`src/rtl/decode_pkg.sv`:
```
`default_nettype none

package decode_pkg;

  ////////////////////////////////////////
  // Widths and sizes
  ////////////////////////////////////////

  localparam int xlen        = 32;
  localparam int pc_width    = 16;
  localparam int fetch_depth = 4;

  // RV32I base opcodes
  localparam logic [6:0] op_lui    = 7'b0110111;
  localparam logic [6:0] op_auipc  = 7'b0010111;
  localparam logic [6:0] op_jal    = 7'b1101111;
  localparam logic [6:0] op_jalr   = 7'b1100111;
  localparam logic [6:0] op_branch = 7'b1100011;
  localparam logic [6:0] op_load   = 7'b0000011;
  localparam logic [6:0] op_store  = 7'b0100011;
  localparam logic [6:0] op_imm    = 7'b0010011;
  localparam logic [6:0] op_reg    = 7'b0110011;

  ////////////////////////////////////////
  // Payloads between blocks
  ////////////////////////////////////////

  // One fetched word with its address
  typedef struct packed {
    logic [pc_width-1:0] pc;
    logic [xlen-1:0]     ins;
  } fetch_t;

  // add must stay at zero so a cleared word reads as a bubble
  typedef enum logic [3:0] {
    alu_add,
    alu_sub,
    alu_sll,
    alu_slt,
    alu_sltu,
    alu_xor,
    alu_srl,
    alu_sra,
    alu_or,
    alu_and,
    alu_pass_b
  } alu_op_e;

  typedef struct packed {
    alu_op_e    alu_op;
    logic       alusrc;
    logic       memread;
    logic       memwrite;
    logic       regwrite;
    logic       branch;
    logic       jal;
    logic       jalr;
    logic       lui;
    logic       auipc;
    logic [2:0] mem_size;
    logic       illegal;
  } ctrl_t;

  // Word handed to execute
  typedef struct packed {
    logic                valid;
    logic [pc_width-1:0] pc;
    logic [4:0]          rs1;
    logic [4:0]          rs2;
    logic [4:0]          rd;
    logic [xlen-1:0]     imm;
    ctrl_t               ctrl;
  } id_ex_t;

endpackage

`default_nettype wire

```
`src/rtl/control_unit.sv`:
```
`timescale 1ns/1ps
`default_nettype none

module control_unit (
  input  logic [decode_pkg::xlen-1:0] ins,
  output decode_pkg::ctrl_t           ctrl
);

  logic [6:0] opcode;
  logic [2:0] funct3;
  logic [6:0] funct7;

  assign opcode = ins[6:0];
  assign funct3 = ins[14:12];
  assign funct7 = ins[31:25];

  // Shared by register and immediate arithmetic
  function automatic decode_pkg::alu_op_e alu_from_funct3(input logic [2:0] f3,
                                                          input logic alt);
    case (f3)
      3'b000:  return alt ? decode_pkg::alu_sub : decode_pkg::alu_add;
      3'b001:  return decode_pkg::alu_sll;
      3'b010:  return decode_pkg::alu_slt;
      3'b011:  return decode_pkg::alu_sltu;
      3'b100:  return decode_pkg::alu_xor;
      3'b101:  return alt ? decode_pkg::alu_sra : decode_pkg::alu_srl;
      3'b110:  return decode_pkg::alu_or;
      default: return decode_pkg::alu_and;
    endcase
  endfunction

  always_comb begin
    ctrl = '0;
    // funct3 passed on for every format that carries one
    ctrl.mem_size = funct3;
    unique case (opcode)
      decode_pkg::op_lui: begin
        ctrl.alu_op   = decode_pkg::alu_pass_b;
        ctrl.alusrc   = 1'b1;
        ctrl.regwrite = 1'b1;
        ctrl.lui      = 1'b1;
        ctrl.mem_size = 3'b000;
      end
      decode_pkg::op_auipc: begin
        ctrl.alusrc   = 1'b1;
        ctrl.regwrite = 1'b1;
        ctrl.auipc    = 1'b1;
        ctrl.mem_size = 3'b000;
      end
      decode_pkg::op_jal: begin
        ctrl.regwrite = 1'b1;
        ctrl.jal      = 1'b1;
        ctrl.mem_size = 3'b000;
      end
      decode_pkg::op_jalr: begin
        ctrl.alusrc   = 1'b1;
        ctrl.regwrite = 1'b1;
        ctrl.jalr     = 1'b1;
      end
      decode_pkg::op_branch: begin
        ctrl.branch = 1'b1;
        // Equality by subtract, ordering by set-less-than
        case (funct3[2:1])
          2'b10:   ctrl.alu_op = decode_pkg::alu_slt;
          2'b11:   ctrl.alu_op = decode_pkg::alu_sltu;
          default: ctrl.alu_op = decode_pkg::alu_sub;
        endcase
      end
      decode_pkg::op_load: begin
        ctrl.alusrc   = 1'b1;
        ctrl.memread  = 1'b1;
        ctrl.regwrite = 1'b1;
      end
      decode_pkg::op_store: begin
        ctrl.alusrc   = 1'b1;
        ctrl.memwrite = 1'b1;
      end
      decode_pkg::op_imm: begin
        ctrl.alusrc   = 1'b1;
        ctrl.regwrite = 1'b1;
        // Only srai uses the alternate bit, addi has no subtract
        ctrl.alu_op   = alu_from_funct3(funct3, (funct3 == 3'b101) & funct7[5]);
      end
      decode_pkg::op_reg: begin
        ctrl.regwrite = 1'b1;
        ctrl.alu_op   = alu_from_funct3(funct3, funct7[5]);
      end
      default: begin
        ctrl.illegal  = 1'b1;
        ctrl.mem_size = 3'b000;
      end
    endcase
  end

endmodule

`default_nettype wire

```
`src/rtl/decode_stage.sv`:
```
`timescale 1ns/1ps
`default_nettype none

module decode_stage (
  input  logic                 bus,
  input  logic                 rst_n,
  input  logic                 ex_hold,
  input  decode_pkg::fetch_t   head,
  input  logic                 head_valid,
  output logic                 pop,
  output decode_pkg::id_ex_t   id_ex
);

  logic [decode_pkg::xlen-1:0] ins;
  logic [4:0]                  rs1;
  logic [4:0]                  rs2;
  logic [4:0]                  rd;
  logic [decode_pkg::xlen-1:0] imm;
  decode_pkg::ctrl_t           ctrl;
  logic                        uses_rs1;
  logic                        uses_rs2;
  logic                        stall;
  logic                        issue;
  decode_pkg::id_ex_t          id_ex_next;

  ////////////////////////////////////////
  // Field split
  ////////////////////////////////////////

  assign ins = head.ins;
  assign rs1 = ins[19:15];
  assign rs2 = ins[24:20];
  assign rd  = ins[11:7];

  imm_gen imm_gen_i (
    .ins (ins),
    .imm (imm)
  );

  control_unit control_unit_i (
    .ins  (ins),
    .ctrl (ctrl)
  );

  // U and J formats and unknown words read no register
  assign uses_rs1 = !(ctrl.lui || ctrl.auipc || ctrl.jal || ctrl.illegal);
  // Register-register ops are the writers without an immediate
  assign uses_rs2 = ctrl.branch || ctrl.memwrite ||
                    (ctrl.regwrite && !ctrl.alusrc && !ctrl.jal);

  hazard_unit hazard_unit_i (
    .rs1           (rs1),
    .rs2           (rs2),
    .uses_rs1      (uses_rs1),
    .uses_rs2      (uses_rs2),
    .id_ex_rd      (id_ex.rd),
    .id_ex_memread (id_ex.ctrl.memread),
    .stall         (stall)
  );

  ////////////////////////////////////////
  // Issue or bubble
  ////////////////////////////////////////

  assign issue = head_valid && !stall;
  assign pop   = issue && !ex_hold;

  always_comb begin
    id_ex_next       = '0;
    id_ex_next.valid = 1'b1;
    id_ex_next.pc    = head.pc;
    id_ex_next.rs1   = rs1;
    id_ex_next.rs2   = rs2;
    id_ex_next.rd    = rd;
    id_ex_next.imm   = imm;
    id_ex_next.ctrl  = ctrl;
  end

  // ID/EX register, a cleared word is the bubble
  always_ff @(posedge bus or negedge rst_n) begin
    if (!rst_n) begin
      id_ex <= '0;
    end else if (!ex_hold) begin
      id_ex <= issue ? id_ex_next : '0;
    end
  end

  // Execute must never see side effects from a bubble
  a_bubble_quiet : assert property (@(posedge bus) disable iff (!rst_n)
    !id_ex.valid |-> (id_ex.ctrl == '0));

  a_hold_stable : assert property (@(posedge bus) disable iff (!rst_n)
    ex_hold |=> $stable(id_ex));

endmodule

`default_nettype wire

```
`src/rtl/decode_top.sv`:
```
`timescale 1ns/1ps
`default_nettype none

module decode_top (
  input  logic               bus,
  input  logic               rst_n,
  input  logic               fetch_req,
  input  decode_pkg::fetch_t fetch_data,
  output logic               fetch_ack,
  input  logic               ex_hold,
  output decode_pkg::id_ex_t id_ex
);

  decode_pkg::fetch_t head;
  logic               head_valid;
  logic               pop;

  // Four-phase receiver and queue
  fetch_buffer #(
    .payload_t (decode_pkg::fetch_t),
    .depth     (decode_pkg::fetch_depth)
  ) fetch_buffer_i (
    .bus        (bus),
    .rst_n      (rst_n),
    .fetch_req  (fetch_req),
    .fetch_data (fetch_data),
    .fetch_ack  (fetch_ack),
    .head       (head),
    .head_valid (head_valid),
    .pop        (pop)
  );

  decode_stage decode_stage_i (
    .bus        (bus),
    .rst_n      (rst_n),
    .ex_hold    (ex_hold),
    .head       (head),
    .head_valid (head_valid),
    .pop        (pop),
    .id_ex      (id_ex)
  );

endmodule

`default_nettype wire

```
`src/rtl/fetch_buffer.sv`:
```
`timescale 1ns/1ps
`default_nettype none

module fetch_buffer #(
  parameter type payload_t = decode_pkg::fetch_t,
  parameter int  depth     = decode_pkg::fetch_depth
) (
  input  logic     bus,
  input  logic     rst_n,
  input  logic     fetch_req,
  input  payload_t fetch_data,
  output logic     fetch_ack,
  output payload_t head,
  output logic     head_valid,
  input  logic     pop
);

  localparam int ptr_w = (depth > 1) ? $clog2(depth) : 1;
  localparam int cnt_w = $clog2(depth + 1);

  payload_t           mem [depth];
  logic [ptr_w-1:0]   wr_ptr;
  logic [ptr_w-1:0]   rd_ptr;
  logic [cnt_w-1:0]   count;
  logic               full;
  logic               wr_en;

  function automatic logic [ptr_w-1:0] ptr_inc(input logic [ptr_w-1:0] p);
    return (p == ptr_w'(depth - 1)) ? '0 : p + 1'b1;
  endfunction

  assign full       = (count == cnt_w'(depth));
  assign head_valid = (count != '0);
  assign head       = mem[rd_ptr];

  // New request, previous cycle fully closed, room left
  assign wr_en = fetch_req && !fetch_ack && !full;

  ////////////////////////////////////////
  // Handshake and pointers
  ////////////////////////////////////////

  always_ff @(posedge bus or negedge rst_n) begin
    if (!rst_n) begin
      fetch_ack <= 1'b0;
      wr_ptr    <= '0;
      rd_ptr    <= '0;
      count     <= '0;
    end else begin
      if (wr_en) begin
        fetch_ack <= 1'b1;
        wr_ptr    <= ptr_inc(wr_ptr);
      end else if (fetch_ack && !fetch_req) begin
        fetch_ack <= 1'b0;
      end
      if (pop) begin
        rd_ptr <= ptr_inc(rd_ptr);
      end
      case ({wr_en, pop})
        2'b10:   count <= count + 1'b1;
        2'b01:   count <= count - 1'b1;
        default: count <= count;
      endcase
    end
  end

  // Storage
  always_ff @(posedge bus) begin
    if (wr_en) begin
      mem[wr_ptr] <= fetch_data;
    end
  end

  // Decode takes only an entry that is shown to it
  a_pop_valid : assert property (@(posedge bus) disable iff (!rst_n)
    pop |-> head_valid);

  // Count never passes depth and a full queue has both pointers on the head
  a_no_overflow : assert property (@(posedge bus) disable iff (!rst_n)
    (count <= cnt_w'(depth)) && (!full || (wr_ptr == rd_ptr)));

endmodule

`default_nettype wire

```
`src/rtl/hazard_unit.sv`:
```
`timescale 1ns/1ps
`default_nettype none

module hazard_unit (
  input  logic [4:0] rs1,
  input  logic [4:0] rs2,
  input  logic       uses_rs1,
  input  logic       uses_rs2,
  input  logic [4:0] id_ex_rd,
  input  logic       id_ex_memread,
  output logic       stall
);

  logic rd_live;
  logic hit_rs1;
  logic hit_rs2;

  // x0 never carries a pending load result
  assign rd_live = id_ex_memread && (id_ex_rd != 5'd0);

  assign hit_rs1 = uses_rs1 && (rs1 == id_ex_rd);
  assign hit_rs2 = uses_rs2 && (rs2 == id_ex_rd);

  // Load data arrives one stage too late for a dependent op
  assign stall = rd_live && (hit_rs1 || hit_rs2);

endmodule

`default_nettype wire

```
`src/rtl/imm_gen.sv`:
```
`timescale 1ns/1ps
`default_nettype none

module imm_gen (
  input  logic [decode_pkg::xlen-1:0] ins,
  output logic [decode_pkg::xlen-1:0] imm
);

  logic [6:0] opcode;

  assign opcode = ins[6:0];

  always_comb begin
    unique case (opcode)
      // I format
      decode_pkg::op_imm, decode_pkg::op_load, decode_pkg::op_jalr:
        imm = {{20{ins[31]}}, ins[31:20]};
      // S format
      decode_pkg::op_store:
        imm = {{20{ins[31]}}, ins[31:25], ins[11:7]};
      // B format, offset in halfwords
      decode_pkg::op_branch:
        imm = {{19{ins[31]}}, ins[31], ins[7], ins[30:25], ins[11:8], 1'b0};
      // U format
      decode_pkg::op_lui, decode_pkg::op_auipc:
        imm = {ins[31:12], 12'b0};
      // J format
      decode_pkg::op_jal:
        imm = {{11{ins[31]}}, ins[31], ins[19:12], ins[20], ins[30:21], 1'b0};
      default:
        imm = '0;
    endcase
  end

endmodule

`default_nettype wire

```
`config.mk`:
```
export PLATFORM = sky130hd
export DESIGN_NAME = decode_top
export DESIGN_NICKNAME = d
export VERILOG_FILES = /design/src/rtl/decode_pkg.sv /design/src/rtl/control_unit.sv /design/src/rtl/decode_stage.sv /design/src/rtl/decode_top.sv /design/src/rtl/fetch_buffer.sv /design/src/rtl/hazard_unit.sv /design/src/rtl/imm_gen.sv
export SDC_FILE = /design/constraint.sdc
export NUM_CORES = 1
export LEC_CHECK = 0
export CELL_PAD_IN_SITES_DETAIL_PLACEMENT = 0
export CELL_PAD_IN_SITES_GLOBAL_PLACEMENT = 1
export CORE_MARGIN = 1.5
export CORE_UTILIZATION = 30
export DETAILED_ROUTE_END_ITERATION = 12
export DONT_BUFFER_PORTS = 1
export PLACE_DENSITY_LB_ADDON = 0.15
export SYNTH_ARGS = -nofsm -noshare
export SYNTH_HDL_FRONTEND = slang
export SYNTH_HIERARCHICAL = 1
export SYNTH_SLANG_ARGS = --single-unit
```
`constraint.sdc`:
```
create_clock -name bus -period 3.9 [get_ports bus]
set_clock_uncertainty 0.1 [all_clocks]
set_input_delay 0.78 -clock bus [delete_from_list [all_inputs] [get_ports bus]]
set_output_delay 0.78 -clock bus [all_outputs]
set_load 0.05 [all_outputs]
```
==> metrics <==
global-route wire length before repair=45,500 microns; CP endpoint kind=flip-flop; Reg2Reg Depth=16; Initial Util=0.306; Die Height=205 microns; flop2flop setup slack=0.20 ns; Final Hold Fails=0; routed wire length=30,200 microns; max_cap viols=0; worst-skew pair later-pin latency=0.54 ns; Synth cell types=65; clock sink count=281; run status=finished clean; WL/cell=22.0 microns; initial antenna violation count=0; vias in the first global route=6,992; number of H-tree levels=2; TritonCTS clock tree=yes; top cells by area, synth=edfxtp_1 47%, dfrtp_1 18%, mux4_2 8.9%; Worst Hold Class=input pin to async pin; Antenna Nets Post-Route=0; largest net degree at the start of global routing=164; synthesized area per cell=15.2 sq um; setup violators final=0; Gate Count Post-Synth=801; max-slew violation count=0; clk buf depth=3; Seq cells post-synth=281; final worst path period share=0.950; EDFF count, synth=192; Critical Path Max Stage Delay=0.54 ns; Detail Placement HPWL=19,600 microns; DR vias/cell=4.79; Async S/R FF share, synth=0.317; top-count cell post-synth=edfxtp_1; power per cell area=814 nW/um^2; post-layout net count=880; Syn Std Cell Area=12,200 sq um; synthesized net count=860; FP Rows=73; Final min period=3.70 ns; core area=39,900 sq um; Ys Warns=6; Slew @ Worst Pin=0.745 ns; crit path to=fetch_buffer_i/count[2]; Max VDD drop=0.405 mV; LEAKAGE=0.00497 uW; list of most frequent post-synthesis cells=192 x edfxtp_1, 89 x dfrtp_1, 87 x nand2_1; grt ovf=0; Primary FF master, synth=edfxtp_1; Critical-path top delay cell=mux4_2; fmax=270 MHz; area delta synth->final=15.1%; Reg clk slew, reported paths=0.06 ns; Setup CP Type=flip-flop to flip-flop; WP buf/inv=2; Worst slew margin=0.504; DRC=0; GRT Total Usage=0.147; final core utilization=0.352; Worst setup SP type=flip-flop; CP startpoint=fetch_buffer_i/rd_ptr[0]; RR Startpoint=fetch_buffer_i/rd_ptr[0]; Worst Path Max Fanout=17; WP depth=16; top cell type's share of synthesized area=0.473; Pre-antenna DRT Iters=6; input/output buffers=0; Ports=134; DRT iter0 DRCs=277; crit path DAT=4.06 ns; Req. time, crit path=4.26 ns; CP top delay family=simple AND/OR/NAND/NOR gates; CP cell instances=mux4_2, buf_4, nand4b_1, a21oi_1, nor3b_2, or3_4, nand3_1, a21oi_1, nand2b_4, nor2_4, ha_4, inv_2, fa_2, xor2_1, nor2_1, xor2_1; layout cells sized above 1=0.279; root buffer cell=clkbuf_16; total power=11,400 uW; Seq/Total Area, Yosys=0.655; Final GP Congestion=0.805; Die Width=205 microns; Crit Reg-Reg Endpoint=fetch_buffer_i/count[2]; area leader, netlist=edfxtp_1; die area=41,900 sq um; via count=6,583; Num CTS Buffers=34
==> worst reg2reg max path, cell delays in order, from the launching register on <==
cell      delay [ns]
dfrtp_4         0.47
mux4_2          0.54
buf_4           0.21
nand4b_1        0.25
a21oi_1         0.14
nor3b_2         0.17
or3_4           0.38
nand3_1         0.08
a21oi_1         0.07
nand2b_4        0.16
nor2_4          0.11
ha_4            0.15
inv_2           0.04
fa_2            0.34
xor2_1          0.15
nor2_1          0.12
xor2_1          0.16
==> worst min path at each step <==
stage,endpoint,slack [ns],depth (start not counted)
floorplan,fetch_buffer_i/count[2],0.34,1
global placement,fetch_buffer_i/count[2],0.37,1
detailed placement,fetch_buffer_i/count[2],0.36,1
CTS,fetch_buffer_i/rd_ptr[0],0.08,1
global route,fetch_buffer_i/rd_ptr[0],0.08,1
finish,fetch_buffer_i/rd_ptr[0],0.06,1
==> report_power, final <==
part / switching, uW / internal [uW]
Clock: 1250 / 2080
Sequential: 1260 / 3740
Combinational: 1800 / 1300
==> state kept, by name, indices dropped and copies added (netlist names) <==
name and count:
fetch_buffer_i/fetch_ack 1, fetch_buffer_i/rd_ptr 2, fetch_buffer_i/count 3, decode_stage_i/id_ex 81
fetch_buffer_i/mem 192, fetch_buffer_i/wr_ptr 2
==> cell type report <==
type,count,area (sq um)
Inverter,7,26.3
Clock inverter,14,228
Clock buffer,48,965
Timing Repair Buffer,36,332
Sequential cell,281,8000
Fill cell,3771,25900
Tap cell,525,657
Antenna cell,1,2.50
Multi-Input combinational cell,461,3830
==> cells in the final DEF, fill, tap and decap left out, drive strengths merged, types with 8 or more instances in the layout <==
cell    count
mux4       48
nand2      87
o21ai      97
dfrtp      89
xor2       10
inv         9
nand3      17
a21oi       8
edfxtp    192
nor2       13
and2        8
clkbuf     48
a21o        8
buf        36
nand2b     86
==> stage by stage <==
| step | hold slack [ns] | cells | TNS, ns | instance area, sq um | worst slack, ns |
|---|---|---|---|---|---|
| floorplan | 0.343 | 801 | -0.0549 | 12300 | -0.0549 |
| global placement | 0.368 | 1298 | 0 | 12700 | 0.200 |
| detailed placement | 0.364 | 1298 | 0 | 12700 | 0.125 |
| CTS | 0.0813 | 1361 | 0 | 13900 | 0.101 |
| global route | 0.0846 | 1372 | -0.0163 | 14000 | -0.0163 |
| finish | 0.0623 | 1373 | 0 | 14000 | 0.195 |
==> metal layers <==
| metal | GRT usage | up-vias | share of wire | wire, microns |
|---|---|---|---|---|
| li1 | - | 3020 | - | - |
| met1 | 0.186 | 3384 | 0.43 | 13000 |
| met2 | 0.238 | 145 | 0.48 | 14500 |
| met3 | 0.0525 | 34 | 0.074 | 2220 |
| met4 | 0.0410 | 0 | 0.017 | 499 |
| met5 | 0 | - | 0 | 0 |
==> kinds of logic (layout without fill, tap and decap cells) <==
group                    Yosys count  count (layout)  share of synthesized area
AO/OA/AOI/OAI                    134             134                     0.0836
XOR/XNOR                          13              13                    0.00934
adder cells (fa/ha/maj)            7               7                    0.00780
buffers and inverters             59             105                     0.0350
flip-flops                       281             281                      0.655
multiplexers                      55              55                     0.0954
other                              0               1                          0
AND/OR/NAND/NOR                  252             252                      0.113
==> timing repair <==
| item | in CTS | in global routing |
|---|---|---|
| hold endpoints to repair | 89 | 0 |
| setup buffers | 0 | 11 |
| endpoints found under the setup margin | 0 | 1 |
| gates resized for setup | 0 | 8 |
| hold buffers | 1 | 0 |
(Power assumes the default switching activity.)
